--- config.mk ---
export PLATFORM = sky130hd
export DESIGN_NAME = frogger_game
export DESIGN_NICKNAME = d
export VERILOG_FILES = /design/src/hw/frogger_pkg.sv /design/src/hw/frogger_game.sv /design/src/hw/score_segments.sv /design/src/hw/pixel_render.sv /design/src/hw/collision_detect.sv /design/src/hw/car_lanes.sv /design/src/hw/frog_control.sv /design/src/hw/palette_regs.sv /design/src/hw/switch_debounce.sv /design/src/hw/vga_timing.sv
export SDC_FILE = /design/constraint.sdc
export NUM_CORES = 1
export LEC_CHECK = 0
export CAP_MARGIN = 25
export CORE_MARGIN = 4
export CORE_UTILIZATION = 37
export DETAILED_ROUTE_END_ITERATION = 8
export DONT_BUFFER_PORTS = 1
export REMOVE_ABC_BUFFERS = 1
export SKIP_LAST_GASP = 1
export SYNTH_ARGS = -nofsm -noshare
export SYNTH_HDL_FRONTEND = slang
export SYNTH_SLANG_ARGS = --single-unit
--- constraint.sdc ---
create_clock -name i_Clk -period 5.89 [get_ports i_Clk]
set_input_delay 0.589 -clock i_Clk [delete_from_list [all_inputs] [get_ports i_Clk]]
set_output_delay 0.589 -clock i_Clk [all_outputs]
set_load 0.1 [all_outputs]
--- src/hw/frogger_pkg.sv ---
package frogger_pkg;

    typedef logic [9:0] hpos_t;
    typedef logic [8:0] vpos_t;
    // one bit wider than vpos_t, the frame runs past 511 lines.
    typedef logic [$bits(vpos_t):0] vcnt_t;
    typedef logic [3:0] score_t;
    typedef logic [4:0] reg_addr_t;
    typedef logic [7:0] reg_data_t;
    // rrr_ggg_bb.
    typedef logic [7:0] color_t;
    // active low, bit 6 is segment a, bit 0 is segment g.
    typedef logic [6:0] seg_t;

    typedef enum logic {
        IDLE,
        RUNNING
    } game_state_e;

    localparam reg_addr_t PAL_BACKGROUND = 5'd0;
    localparam reg_addr_t PAL_GOAL = 5'd1;
    localparam reg_addr_t PAL_FROG = 5'd2;
    localparam reg_addr_t PAL_CAR = 5'd3;

    localparam seg_t SEG_OFF = 7'b111_1111;

    localparam seg_t SEG_TABLE [10] = '{
        7'b000_0001, 7'b100_1111, 7'b001_0010, 7'b000_0110, 7'b100_1100,
        7'b010_0100, 7'b010_0000, 7'b000_1111, 7'b000_0000, 7'b000_0100
    };

endpackage
--- src/hw/frogger_game.sv ---
module frogger_game #(
    parameter int H_VISIBLE       = 640,
    parameter int H_FRONT         = 16,
    parameter int H_SYNC          = 96,
    parameter int H_TOTAL         = 800,
    parameter int V_VISIBLE       = 480,
    parameter int V_FRONT         = 10,
    parameter int V_SYNC          = 2,
    parameter int V_TOTAL         = 525,
    parameter int TILE_SIZE       = 32,
    parameter int DEBOUNCE_LIMIT  = 250_000,
    parameter int MOVE_LIMIT      = 5_000_000,
    parameter int CAR_BASE_PERIOD = 2_000_000
) (
    input  logic                   i_Clk,
    input  logic                   i_rst_n,
    input  logic                   i_switch_1,
    input  logic                   i_switch_2,
    input  logic                   i_switch_3,
    input  logic                   i_switch_4,
    input  logic                   i_write_en,
    input  logic                   i_read_en,
    input  frogger_pkg::reg_addr_t i_write_addr,
    input  frogger_pkg::reg_addr_t i_read_addr,
    input  frogger_pkg::reg_data_t i_write_data,
    output frogger_pkg::reg_data_t o_read_data,
    output logic                   o_vga_hsync,
    output logic                   o_vga_vsync,
    output logic [2:0]             o_vga_red,
    output logic [2:0]             o_vga_grn,
    output logic [2:0]             o_vga_blu,
    output frogger_pkg::seg_t      o_segment,
    output logic                   o_game_active
);
    import frogger_pkg::*;

    game_state_e state;

    logic [3:0] sw_raw;
    logic [3:0] sw_db;
    hpos_t      h_count;
    vcnt_t      v_count;
    logic       hsync;
    logic       vsync;
    color_t     col_background;
    color_t     col_goal;
    color_t     col_frog;
    color_t     col_car;
    hpos_t      frog_x;
    vpos_t      frog_y;
    score_t     score;
    logic       crossed;
    logic       collided;
    hpos_t      car_x_0;
    hpos_t      car_x_1;
    hpos_t      car_x_2;
    hpos_t      car_x_3;

    assign sw_raw = {i_switch_4, i_switch_3, i_switch_2, i_switch_1};

    vga_timing #(
        .H_VISIBLE(H_VISIBLE),
        .H_FRONT  (H_FRONT),
        .H_SYNC   (H_SYNC),
        .H_TOTAL  (H_TOTAL),
        .V_VISIBLE(V_VISIBLE),
        .V_FRONT  (V_FRONT),
        .V_SYNC   (V_SYNC),
        .V_TOTAL  (V_TOTAL)
    ) u_vga_timing (
        .i_Clk    (i_Clk),
        .i_rst_n  (i_rst_n),
        .o_h_count(h_count),
        .o_v_count(v_count),
        .o_hsync  (hsync),
        .o_vsync  (vsync)
    );

    // switch 1 up, 2 left, 3 right, 4 down.
    for (genvar i = 0; i < 4; i++)
    begin : g_debounce
        switch_debounce #(
            .DEBOUNCE_LIMIT(DEBOUNCE_LIMIT)
        ) u_switch_debounce (
            .i_Clk   (i_Clk),
            .i_rst_n (i_rst_n),
            .i_switch(sw_raw[i]),
            .o_switch(sw_db[i])
        );
    end

    palette_regs u_palette_regs (
        .i_Clk       (i_Clk),
        .i_rst_n     (i_rst_n),
        .i_write_en  (i_write_en),
        .i_write_addr(i_write_addr),
        .i_write_data(i_write_data),
        .i_read_en   (i_read_en),
        .i_read_addr (i_read_addr),
        .o_read_data (o_read_data),
        .o_background(col_background),
        .o_goal      (col_goal),
        .o_frog      (col_frog),
        .o_car       (col_car)
    );

    frog_control #(
        .H_VISIBLE (H_VISIBLE),
        .V_VISIBLE (V_VISIBLE),
        .TILE_SIZE (TILE_SIZE),
        .MOVE_LIMIT(MOVE_LIMIT)
    ) u_frog_control (
        .i_Clk        (i_Clk),
        .i_rst_n      (i_rst_n),
        .i_game_active(o_game_active),
        .i_collided   (collided),
        .i_up         (sw_db[0]),
        .i_left       (sw_db[1]),
        .i_right      (sw_db[2]),
        .i_down       (sw_db[3]),
        .o_frog_x     (frog_x),
        .o_frog_y     (frog_y),
        .o_score      (score),
        .o_crossed    (crossed)
    );

    car_lanes #(
        .H_VISIBLE      (H_VISIBLE),
        .TILE_SIZE      (TILE_SIZE),
        .CAR_BASE_PERIOD(CAR_BASE_PERIOD)
    ) u_car_lanes (
        .i_Clk        (i_Clk),
        .i_rst_n      (i_rst_n),
        .i_game_active(o_game_active),
        .i_score      (score),
        .i_crossed    (crossed),
        .o_car_x_0    (car_x_0),
        .o_car_x_1    (car_x_1),
        .o_car_x_2    (car_x_2),
        .o_car_x_3    (car_x_3)
    );

    collision_detect #(
        .TILE_SIZE(TILE_SIZE)
    ) u_collision_detect (
        .i_Clk        (i_Clk),
        .i_rst_n      (i_rst_n),
        .i_game_active(o_game_active),
        .i_frog_x     (frog_x),
        .i_frog_y     (frog_y),
        .i_car_x_0    (car_x_0),
        .i_car_x_1    (car_x_1),
        .i_car_x_2    (car_x_2),
        .i_car_x_3    (car_x_3),
        .o_collided   (collided)
    );

    pixel_render #(
        .H_VISIBLE(H_VISIBLE),
        .V_VISIBLE(V_VISIBLE),
        .TILE_SIZE(TILE_SIZE)
    ) u_pixel_render (
        .i_Clk       (i_Clk),
        .i_rst_n     (i_rst_n),
        .i_h_count   (h_count),
        .i_v_count   (v_count),
        .i_hsync     (hsync),
        .i_vsync     (vsync),
        .i_background(col_background),
        .i_goal      (col_goal),
        .i_frog      (col_frog),
        .i_car       (col_car),
        .i_frog_x    (frog_x),
        .i_frog_y    (frog_y),
        .i_car_x_0   (car_x_0),
        .i_car_x_1   (car_x_1),
        .i_car_x_2   (car_x_2),
        .i_car_x_3   (car_x_3),
        .o_hsync     (o_vga_hsync),
        .o_vsync     (o_vga_vsync),
        .o_red       (o_vga_red),
        .o_grn       (o_vga_grn),
        .o_blu       (o_vga_blu)
    );

    score_segments u_score_segments (
        .i_Clk    (i_Clk),
        .i_rst_n  (i_rst_n),
        .i_score  (score),
        .o_segment(o_segment)
    );

    // all four switches start a game.
    always_ff @(posedge i_Clk)
    begin
        if (!i_rst_n)
        begin
            state <= IDLE;
        end
        else
        begin
            case (state)
                IDLE:    if (&sw_db) state <= RUNNING;
                RUNNING: if (collided) state <= IDLE;
                default: state <= IDLE;
            endcase
        end
    end

    assign o_game_active = (state == RUNNING);

endmodule

--- src/hw/score_segments.sv ---
module score_segments (
    input  logic                i_Clk,
    input  logic                i_rst_n,
    input  frogger_pkg::score_t i_score,
    output frogger_pkg::seg_t   o_segment
);
    import frogger_pkg::*;

    always_ff @(posedge i_Clk)
    begin
        if (!i_rst_n)
            o_segment <= SEG_TABLE[0];
        else if (i_score <= 4'd9)
            o_segment <= SEG_TABLE[i_score];
        else
            o_segment <= SEG_OFF;
    end

endmodule

--- src/hw/pixel_render.sv ---
module pixel_render #(
    parameter int H_VISIBLE = 640,
    parameter int V_VISIBLE = 480,
    parameter int TILE_SIZE = 32
) (
    input  logic                i_Clk,
    input  logic                i_rst_n,
    input  frogger_pkg::hpos_t  i_h_count,
    input  frogger_pkg::vcnt_t  i_v_count,
    input  logic                i_hsync,
    input  logic                i_vsync,
    input  frogger_pkg::color_t i_background,
    input  frogger_pkg::color_t i_goal,
    input  frogger_pkg::color_t i_frog,
    input  frogger_pkg::color_t i_car,
    input  frogger_pkg::hpos_t  i_frog_x,
    input  frogger_pkg::vpos_t  i_frog_y,
    input  frogger_pkg::hpos_t  i_car_x_0,
    input  frogger_pkg::hpos_t  i_car_x_1,
    input  frogger_pkg::hpos_t  i_car_x_2,
    input  frogger_pkg::hpos_t  i_car_x_3,
    output logic                o_hsync,
    output logic                o_vsync,
    output logic [2:0]          o_red,
    output logic [2:0]          o_grn,
    output logic [2:0]          o_blu
);
    import frogger_pkg::*;

    localparam hpos_t TILE_X = hpos_t'(TILE_SIZE);
    localparam vpos_t TILE_Y = vpos_t'(TILE_SIZE);

    hpos_t  car_x [4];
    color_t pix;
    logic   frog_hit;
    logic   car_hit;

    assign car_x = '{i_car_x_0, i_car_x_1, i_car_x_2, i_car_x_3};

    always_comb
    begin
        frog_hit = (i_h_count >= i_frog_x) && (i_h_count < i_frog_x + TILE_X) &&
                   (i_v_count >= i_frog_y) && (i_v_count < i_frog_y + TILE_Y);
        car_hit = 1'b0;
        for (int i = 0; i < 4; i++)
            if ((i_v_count >= (i + 1) * TILE_SIZE) && (i_v_count < (i + 2) * TILE_SIZE) &&
                (i_h_count >= car_x[i]) && (i_h_count < car_x[i] + TILE_X))
                car_hit = 1'b1;

        if ((i_h_count >= H_VISIBLE) || (i_v_count >= V_VISIBLE))
            pix = '0;
        else if (frog_hit)
            pix = i_frog;
        else if (car_hit)
            pix = i_car;
        else if (i_v_count < TILE_SIZE)
            pix = i_goal;
        else
            pix = i_background;
    end

    // syncs delayed to line up with the colour register.
    always_ff @(posedge i_Clk)
    begin
        if (!i_rst_n)
        begin
            o_hsync <= 1'b1;
            o_vsync <= 1'b1;
            o_red   <= '0;
            o_grn   <= '0;
            o_blu   <= '0;
        end
        else
        begin
            o_hsync <= i_hsync;
            o_vsync <= i_vsync;
            o_red   <= pix[7:5];
            o_grn   <= pix[4:2];
            o_blu   <= {pix[1], pix[1], pix[0]};
        end
    end

endmodule

--- src/hw/collision_detect.sv ---
module collision_detect #(
    parameter int TILE_SIZE = 32
) (
    input  logic               i_Clk,
    input  logic               i_rst_n,
    input  logic               i_game_active,
    input  frogger_pkg::hpos_t i_frog_x,
    input  frogger_pkg::vpos_t i_frog_y,
    input  frogger_pkg::hpos_t i_car_x_0,
    input  frogger_pkg::hpos_t i_car_x_1,
    input  frogger_pkg::hpos_t i_car_x_2,
    input  frogger_pkg::hpos_t i_car_x_3,
    output logic               o_collided
);
    import frogger_pkg::*;

    localparam hpos_t TILE_X = hpos_t'(TILE_SIZE);

    hpos_t      car_x [4];
    logic [3:0] hit;

    assign car_x = '{i_car_x_0, i_car_x_1, i_car_x_2, i_car_x_3};

    // lane i sits on tile row i+1.
    always_comb
    begin
        for (int i = 0; i < 4; i++)
            hit[i] = (i_frog_y == vpos_t'((i + 1) * TILE_SIZE)) &&
                     (i_frog_x < car_x[i] + TILE_X) && (car_x[i] < i_frog_x + TILE_X);
    end

    always_ff @(posedge i_Clk)
    begin
        if (!i_rst_n)
            o_collided <= 1'b0;
        else
            o_collided <= i_game_active && (|hit) && !o_collided;
    end

endmodule

--- src/hw/car_lanes.sv ---
module car_lanes #(
    parameter int H_VISIBLE       = 640,
    parameter int TILE_SIZE       = 32,
    parameter int CAR_BASE_PERIOD = 2_000_000
) (
    input  logic                i_Clk,
    input  logic                i_rst_n,
    input  logic                i_game_active,
    input  frogger_pkg::score_t i_score,
    input  logic                i_crossed,
    output frogger_pkg::hpos_t  o_car_x_0,
    output frogger_pkg::hpos_t  o_car_x_1,
    output frogger_pkg::hpos_t  o_car_x_2,
    output frogger_pkg::hpos_t  o_car_x_3
);
    import frogger_pkg::*;

    localparam int    CNT_W = $clog2(CAR_BASE_PERIOD + 1);
    localparam hpos_t X_MAX = hpos_t'(H_VISIBLE - 1);

    logic [CNT_W-1:0] step_cnt;
    logic [CNT_W-1:0] step_limit;
    logic             step;
    logic [3:0]       lfsr;
    // set bit moves right.
    logic [3:0]       dir;
    hpos_t            car_x [4];

    // two points of score halve the period.
    always_comb
    begin
        step_limit = CNT_W'(CAR_BASE_PERIOD) >> (i_score >> 1);
        if (step_limit == '0)
            step_limit = CNT_W'(1);
    end

    assign step = i_game_active && (step_cnt >= step_limit - 1'b1);

    always_ff @(posedge i_Clk)
    begin
        if (!i_rst_n)
        begin
            step_cnt <= '0;
            lfsr     <= 4'b1001;
            dir      <= 4'b0101;
            for (int i = 0; i < 4; i++)
                car_x[i] <= hpos_t'((i * 2 * TILE_SIZE) % H_VISIBLE);
        end
        else
        begin
            // x^4 + x^3 + 1.
            lfsr <= {lfsr[2:0], lfsr[3] ^ lfsr[2]};
            if (i_crossed)
                dir <= dir ^ lfsr;
            if (!i_game_active || step)
                step_cnt <= '0;
            else
                step_cnt <= step_cnt + 1'b1;
            if (step)
            begin
                for (int i = 0; i < 4; i++)
                begin
                    if (dir[i])
                        car_x[i] <= (car_x[i] == X_MAX) ? '0 : car_x[i] + 1'b1;
                    else
                        car_x[i] <= (car_x[i] == '0) ? X_MAX : car_x[i] - 1'b1;
                end
            end
        end
    end

    assign o_car_x_0 = car_x[0];
    assign o_car_x_1 = car_x[1];
    assign o_car_x_2 = car_x[2];
    assign o_car_x_3 = car_x[3];

endmodule

--- src/hw/frog_control.sv ---
module frog_control #(
    parameter int H_VISIBLE  = 640,
    parameter int V_VISIBLE  = 480,
    parameter int TILE_SIZE  = 32,
    parameter int MOVE_LIMIT = 5_000_000
) (
    input  logic                i_Clk,
    input  logic                i_rst_n,
    input  logic                i_game_active,
    input  logic                i_collided,
    input  logic                i_up,
    input  logic                i_left,
    input  logic                i_right,
    input  logic                i_down,
    output frogger_pkg::hpos_t  o_frog_x,
    output frogger_pkg::vpos_t  o_frog_y,
    output frogger_pkg::score_t o_score,
    output logic                o_crossed
);
    import frogger_pkg::*;

    localparam int    CNT_W   = $clog2(MOVE_LIMIT + 1);
    localparam hpos_t TILE_X  = hpos_t'(TILE_SIZE);
    localparam vpos_t TILE_Y  = vpos_t'(TILE_SIZE);
    localparam hpos_t START_X = hpos_t'((H_VISIBLE / TILE_SIZE / 2) * TILE_SIZE);
    localparam vpos_t START_Y = vpos_t'(V_VISIBLE - TILE_SIZE);
    localparam hpos_t RIGHT_X = hpos_t'(H_VISIBLE - TILE_SIZE);

    logic [CNT_W-1:0] move_cnt;
    logic             any_dir;
    logic             move_tick;

    assign any_dir   = i_up | i_left | i_right | i_down;
    assign move_tick = i_game_active && any_dir && (move_cnt == CNT_W'(MOVE_LIMIT - 1));

    always_ff @(posedge i_Clk)
    begin
        if (!i_rst_n)
        begin
            move_cnt  <= '0;
            o_frog_x  <= START_X;
            o_frog_y  <= START_Y;
            o_score   <= '0;
            o_crossed <= 1'b0;
        end
        else
        begin
            o_crossed <= 1'b0;
            if (!i_game_active || !any_dir || move_tick)
                move_cnt <= '0;
            else
                move_cnt <= move_cnt + 1'b1;

            if (i_collided)
            begin
                o_frog_x <= START_X;
                o_frog_y <= START_Y;
            end
            else if (i_game_active && o_frog_y == '0)
            begin
                // made it across.
                o_crossed <= 1'b1;
                o_score   <= (o_score == 4'd9) ? '0 : o_score + 1'b1;
                o_frog_x  <= START_X;
                o_frog_y  <= START_Y;
            end
            else if (move_tick)
            begin
                if (i_up && o_frog_y >= TILE_Y)
                    o_frog_y <= o_frog_y - TILE_Y;
                else if (i_down && o_frog_y < START_Y)
                    o_frog_y <= o_frog_y + TILE_Y;
                else if (i_left && o_frog_x >= TILE_X)
                    o_frog_x <= o_frog_x - TILE_X;
                else if (i_right && o_frog_x < RIGHT_X)
                    o_frog_x <= o_frog_x + TILE_X;
            end
        end
    end

endmodule

--- src/hw/palette_regs.sv ---
module palette_regs (
    input  logic                   i_Clk,
    input  logic                   i_rst_n,
    input  logic                   i_write_en,
    input  frogger_pkg::reg_addr_t i_write_addr,
    input  frogger_pkg::reg_data_t i_write_data,
    input  logic                   i_read_en,
    input  frogger_pkg::reg_addr_t i_read_addr,
    output frogger_pkg::reg_data_t o_read_data,
    output frogger_pkg::color_t    o_background,
    output frogger_pkg::color_t    o_goal,
    output frogger_pkg::color_t    o_frog,
    output frogger_pkg::color_t    o_car
);
    import frogger_pkg::*;

    reg_data_t regs [32];

    always_ff @(posedge i_Clk)
    begin
        if (!i_rst_n)
        begin
            for (int i = 0; i < 32; i++)
                regs[i] <= '0;
            o_read_data <= '0;
        end
        else
        begin
            if (i_write_en)
                regs[i_write_addr] <= i_write_data;
            // read returns the old byte on a same-cycle write.
            if (i_read_en)
                o_read_data <= regs[i_read_addr];
        end
    end

    assign o_background = regs[PAL_BACKGROUND];
    assign o_goal       = regs[PAL_GOAL];
    assign o_frog       = regs[PAL_FROG];
    assign o_car        = regs[PAL_CAR];

endmodule

--- src/hw/switch_debounce.sv ---
module switch_debounce #(
    parameter int DEBOUNCE_LIMIT = 250_000
) (
    input  logic i_Clk,
    input  logic i_rst_n,
    input  logic i_switch,
    output logic o_switch
);
    localparam int CNT_W = $clog2(DEBOUNCE_LIMIT + 1);

    logic [CNT_W-1:0] stable_cnt;

    always_ff @(posedge i_Clk)
    begin
        if (!i_rst_n)
        begin
            stable_cnt <= '0;
            o_switch   <= 1'b0;
        end
        else if (i_switch != o_switch)
        begin
            if (stable_cnt == CNT_W'(DEBOUNCE_LIMIT))
            begin
                o_switch   <= i_switch;
                stable_cnt <= '0;
            end
            else
                stable_cnt <= stable_cnt + 1'b1;
        end
        else
            stable_cnt <= '0;
    end

endmodule

--- src/hw/vga_timing.sv ---
module vga_timing #(
    parameter int H_VISIBLE = 640,
    parameter int H_FRONT   = 16,
    parameter int H_SYNC    = 96,
    parameter int H_TOTAL   = 800,
    parameter int V_VISIBLE = 480,
    parameter int V_FRONT   = 10,
    parameter int V_SYNC    = 2,
    parameter int V_TOTAL   = 525
) (
    input  logic               i_Clk,
    input  logic               i_rst_n,
    output frogger_pkg::hpos_t o_h_count,
    output frogger_pkg::vcnt_t o_v_count,
    output logic               o_hsync,
    output logic               o_vsync
);
    import frogger_pkg::*;

    localparam int HS_START = H_VISIBLE + H_FRONT;
    localparam int VS_START = V_VISIBLE + V_FRONT;

    always_ff @(posedge i_Clk)
    begin
        if (!i_rst_n)
        begin
            o_h_count <= '0;
            o_v_count <= '0;
        end
        else if (o_h_count == hpos_t'(H_TOTAL - 1))
        begin
            o_h_count <= '0;
            if (o_v_count == vcnt_t'(V_TOTAL - 1))
                o_v_count <= '0;
            else
                o_v_count <= o_v_count + 1'b1;
        end
        else
        begin
            o_h_count <= o_h_count + 1'b1;
        end
    end

    // negative sync pulses.
    assign o_hsync = !((o_h_count >= HS_START) && (o_h_count < HS_START + H_SYNC));
    assign o_vsync = !((o_v_count >= VS_START) && (o_v_count < VS_START + V_SYNC));

endmodule

## Word level (Yosys, flattened, before mapping)

Memories as Yosys holds them, arrays and structs flattened. A register that Yosys moved wholly into a read port is not among the register bits.
Cells that the tools add are included.

| storage, ports and cells | value |
|---|---|
| memories | 3 |
| bits in writable memories | 296 |
| bits of input ports | 26 |
| bits in read-only memories | 112 |
| bits in registers | 191 |
| word-level logic and storage cells | 295 |
| output and inout bits | 27 |

| operators by class | value |
|---|---|
| magnitude comparators | 42 |
| shift operators | 1 |
| bitwise logic cells | 23 |
| add/subtract/negate cells | 27 |
| multiplexer cells | 77 |
| equal/unequal tests | 20 |
| reduce and logical (&&, ||, !) cells | 74 |

Memories:

| memory | words | width | rd ports | clocked after memory_dff | write ports | line | RTL |
|---|---|---|---|---|---|---|---|
| u_palette_regs.regs | 32 | 8 | 5 | 1 | 32 | palette_regs.sv:17 | `reg_data_t regs [32];` |
| (name not given) | 16 | 7 | 1 | 0 | 0 | score_segments.sv:14 | `o_segment <= SEG_TABLE[i_score];` |
| u_car_lanes.car_x | 4 | 10 | 4 | 0 | 4 | car_lanes.sv:27 | `hpos_t car_x [4];` |

Operators by type and width:

| cell | count |
|---|---|
| 2-to-1 mux 10 bit | 19 |
| less-than comparator 10 bit | 14 |
| adder 18 x 1 -> 18 bit (second input constant) | 4 |
| equality test 18 bit (second input constant) | 4 |
| adder 10 x 1 -> 10 bit (second input constant) | 6 |
| equality test 10 bit (second input constant) | 6 |
| adder 10 x 6 -> 10 bit (second input constant) | 5 |
| greater-or-equal comparator 10 bit | 5 |
| 2-to-1 mux 1 bit | 44 |
| zero test 10 bit | 4 |
| subtractor 10 x 1 -> 10 bit (second input constant) | 4 |
| logical AND 1 bit | 35 |
| 2-to-1 mux 8 bit | 4 |
| adder 23 x 1 -> 23 bit (second input constant) | 1 |
| equality test 23 bit (second input constant) | 1 |
| adder 21 x 1 -> 21 bit (second input constant) | 1 |
| greater-or-equal comparator 21 bit | 1 |
| zero test 21 bit | 1 |
| 2-to-1 mux 21 bit | 1 |
| 2-to-1 mux 7 bit | 3 |
| >> shifter 21 x 3 -> 21 bit (first input constant) | 1 |
| subtractor 21 x 1 -> 21 bit (second input constant) | 1 |
| greater-or-equal comparator 10 bit (second input constant) | 2 |
| greater-or-equal comparator 10 x 6 -> 1 bit (second input constant) | 2 |
| 43 further kinds | 95 |

## Logic depth before layout (Yosys ltp)

| depth | value |
|---|---|
| depth in word-level cells | 11 |
| depth in mapped cells | 17 |

## Modules after synthesis

A second synthesis with hierarchy kept.

| second synthesis, totals | value |
|---|---|
| cell total of the unflattened synthesis | 3061 |
| area, all modules | 30391.6 um2 |

By module, submodules not included:

| module | sequential area each (um2) | cells an instance | instances | area each (um2) |
|---|---|---|---|---|
| palette_regs | 7847.5 | 924 | 1 | 12263.0 |
| car_lanes | 1781.7 | 668 | 1 | 5640.4 |
| switch_debounce | 380.4 | 107 | 4 | 965.9 |
| pixel_render | 200.2 | 402 | 1 | 3221.8 |
| frog_control | 740.7 | 247 | 1 | 2063.2 |
| collision_detect | 20.0 | 231 | 1 | 1871.8 |
| vga_timing | 400.4 | 119 | 1 | 1032.2 |
| score_segments | 140.1 | 37 | 1 | 386.6 |
| frogger_game | 20.0 | 5 | 1 | 48.8 |

## Least setup slack after synthesis

OpenSTA, ideal clock, no wires.

| timing | value |
|---|---|
| kind | register to register |
| start point | register u_frog_control.o_score[2] |
| end point | memory u_car_lanes.car_x[0][10] (netlist bit) (enable) |
| data required time | 5.504 ns |
| period minus slack after synthesis | 4.326 ns |
| path slack | 1.564 ns |
| arrival time | 3.939 ns |
| cell stages (with the launch flop) | 17 |
| cell sequence | dfxtp_1 clkinv_1 ha_1 clkbuf_1 nor3_1 a21oi_1 a22o_1 a31o_2 ha_1 a21o_1 a21o_1 a21oi_1 nor2_1 a2111oi_1 o31a_1 buf_2 o21ai_0 |

RTL lines:

| item | line | RTL |
|---|---|---|
| from (decl) | frog_control.sv:17 | `output frogger_pkg::score_t o_score,` |
| from (signal assigned) | frog_control.sv:63 | `o_score <= (o_score == 4'd9) ? '0 : o_score + 1'b1;` |
| to (decl) | car_lanes.sv:27 |  |

==> out/summary.txt <==
Root Driver: clkbuf_16
worst vdd ir: 0.253 mV
share of layout cells above drive strength 1: 0.0923
Layout Cells excl Fill: 3547
gr usage total: 0.168
WL met3: 4330 µm
Post-DRT Antenna Nets: 0
DRT iter0 DRCs: 1649
Final Skew: 0.0229 ns
multiplexer share of the synthesized area: 0.0770
post-CTS resize count: 0
Power Density: 259 mW/mm²
Leak Pwr: 0.0112 µW
total die area: 0.0779 mm²
GPL Wtd Cong: 0.844
die height: 279 µm
post-DR wirelength/cell: 18.8 µm
antenna violations before repair: 0
first-pass GRT wire length: 106000 µm
Final Hold Viols: 0
post-layout net count: 2759
Synth Area in Compound Gates: 0.0790
Die W: 279 µm
ys async rst share: 0
Synth Area in XOR/XNOR: 0.0570
cts hold-fix bufs: 0
crit start category: flop
I/O Buffers: 0
final setup fails: 0
vias per cell: 5.40
register area share after synthesis: 0.466
post-CTS setup buffers: 0
clock buffer depth: 3
max cap viols: 0
Synth Area in Simple Gates: 0.204
setup ws final: 0.800 ns
main combinational cell family by area after synthesis: simple AND/OR/NAND/NOR gates
post-route setup TNS: 0 ns
Max Used Layer: met4
Tot Pwr: 7820 µW
core footprint: 0.0730 mm²
period utilization: 0.864
most used flip-flop cell after synthesis: edfxtp_1
Filler cells: 6765
Period minus WS final: 5.09 ns
Synth Area in Adders: 0.0870
vias: 19200
Overflow after GRT: 0
Yosys top cell area share: 0.327
# DRC: 0
Syn Inst Count: 2553
Fmax: 196 MHz
M1 wire length: 29300 µm
hpwl dp: 46400 µm
synthesized cell area: 0.0272 mm²
Area Overhead vs Synth: 11.1%
Tightest Hold Check Type: input pin to flop
Least-Margin Pin Slew: 1.13 ns
CTS clock-pin slew for the worst setup and hold paths: 0.06 ns
critical path type: flop to flop
Top Ports: 53
H-tree depth: 2
placed cells: 3429
Arr. time, crit path: 5.44 ns
synth unique cells: 81
CP Capture Type: flop
Row Count: 99
CTS tree: built
status: finished, final reports clean
count of pins over their slew limit: 0
met2 wire len: 31700 µm
synthesis-stage register bit count: 485
synth top area cells: edfxtp_1 33%, dfxtp_1 14%, ha_1 8.7%
pin count of the biggest net entering global routing: 89
Rel. slew slack: 0.251
CP required: 6.24 ns
CTS Sinks: 485
Mean Syn Cell Area: 10.7 µm²
RSZ-0062 raised after global routing: false
Post-synth EDFFs: 296
Yosys warnings: 0
top fanout value on the critical path: 20
Routed Wire Length: 66800 µm
Synth area leader: edfxtp_1
Clk Latency, worst-skew pair: 0.61 ns
Pre-antenna DRT Iters: 5
CTS Buf Count: 53
number of global-route vias before repair: 19000
Initial Util: 0.373
pre-CTS setup slack: 0.870 ns
total inserted antenna cells: 0
## logic make-up (layout without fill, tap and decap cells)
kind of cell	Yosys count	count (layout)
simple gates	1050	1050
flops	485	485
compound gates	332	332
buf+inv	211	246
fa+ha+maj	189	189
xor+xnor	177	177
mux	109	109
## state kept, by name (all words and copies together), names as in the netlist, 2 cells and up
| name | count |
|---|---|
| u_frog_control.move_cnt | 23 |
| u_car_lanes.dir | 4 |
| u_score_segments.o_segment | 7 |
| u_car_lanes.car_x | 40 |
| u_frog_control.o_frog_y | 4 |
| u_frog_control.o_frog_x | 5 |
| u_car_lanes.lfsr | 4 |
| u_palette_regs.regs | 256 |
| u_pixel_render.o_grn | 3 |
| u_frog_control.o_score | 4 |
| u_palette_regs.o_read_data | 8 |
| g_debounce.u_switch_debounce.o_switch | 4 |
| u_vga_timing.o_h_count | 10 |
| u_pixel_render.o_red | 3 |
| g_debounce.u_switch_debounce.stable_cnt | 72 |
| u_car_lanes.step_cnt | 21 |
| u_vga_timing.o_v_count | 10 |
| u_pixel_render.o_blu | 2 |
## cell usage after synthesis (all sizes together), types with 5 or more instances
| cell | number |
|---|---|
| edfxtp | 296 |
| and2 | 273 |
| nor2 | 247 |
| dfxtp | 189 |
| ha | 189 |
| nand2 | 136 |
| o21ai | 100 |
| nand3 | 99 |
| xnor2 | 97 |
| inv | 96 |
| clkbuf | 93 |
| mux4 | 80 |
| xor2 | 80 |
| a21oi | 75 |
| nor3 | 70 |
| nand4 | 54 |
| mux2i | 28 |
| and3 | 27 |
| or3 | 26 |
| a21o | 25 |
| nor2b | 22 |
| buf | 21 |
| o211ai | 19 |
| nand2b | 18 |
| a21boi | 14 |
| nand3b | 14 |
| nor4 | 14 |
| o21a | 12 |
| nor4b | 10 |
| a2111oi | 9 |
| o211a | 9 |
| or4 | 9 |
| a211oi | 8 |
| o22ai | 8 |
| and4 | 7 |
| a31oi | 6 |
| nand4b | 5 |
| or2 | 5 |
| or4b | 5 |
## cells in the final DEF, fill, tap and decap left out, types with 74 or more instances in the layout
| cell type | instances |
|---|---|
| xnor2_1 | 97 |
| mux4_2 | 80 |
| edfxtp_1 | 296 |
| a21oi_1 | 74 |
| xor2_1 | 80 |
| inv_1 | 96 |
| nand2_1 | 136 |
| nor2_1 | 247 |
| dfxtp_1 | 188 |
| nand3_1 | 99 |
| and2_1 | 272 |
| ha_1 | 189 |
| o21ai_0 | 100 |
## where the power goes
part           internal [µW]  switching, µW  total (µW)  leakage (µW)
clock network           2050           1450        3510      0.000885
registers               3720            134        3850       0.00433
logic                    218            241         459       0.00593
total                   5990           1830        7820        0.0112
## stage by stage
step	hold WS (ns)	area [µm²]	utilization
4_1_cts	0.0778	30100	0.413
5_1_grt	0.0451	30200	0.414
6_report	0.0825	30200	0.414
2_1_floorplan	0.426	26700	-
3_5_place_dp	0.452	28300	0.387
3_3_place_gp	0.435	28000	0.384
## critical path: stages (launching register included)
cell	delay, ns
dfxtp_1	0.57
inv_1	0.29
ha_1	0.43
nor3_1	0.39
a21oi_1	0.12
a22o_1	0.24
a31o_2	0.22
ha_1	0.18
a21o_1	0.18
a21o_1	0.17
a21oi_1	0.18
nor2_1	0.06
a2111oi_1	0.62
o31a_1	0.53
buf_4	0.34
o21ai_0	0.11
buf_4	0.20
## worst paths after layout
kind	from	endpoint	slack [ns]	cells after the start
setup / recovery	u_frog_control.o_score[1]	u_car_lanes.car_x[0][14]	0.80	16
setup reg to reg	u_frog_control.o_score[1]	u_car_lanes.car_x[0][14]	0.80	16
hold reg to reg	u_car_lanes.lfsr[1]	u_car_lanes.lfsr[2]	0.47	1
hold / removal	i_rst_n	u_car_lanes.lfsr[0]	0.08	1
## layout make-up
| class | count | area [µm²] | area share |
|---|---|---|---|
| tap | 959 | 1200 | 0.0397 |
| sequential | 485 | 12700 | 0.419 |
| multi-input combinational | 1857 | 13700 | 0.454 |
| clock buffer | 64 | 1390 | 0.0459 |
| timing repair buffer | 50 | 410 | 0.0136 |
| clock inverter | 35 | 465 | 0.0154 |
| inverter | 97 | 364 | 0.0120 |
## metal layers
layer | GRT usage | vias to the layer above
met5 | 0 | -
met4 | 0.0448 | 0
met3 | 0.0319 | 95
met2 | 0.280 | 537
met1 | 0.224 | 9345
li1 | - | 9194
(Power assumes the default switching activity.)
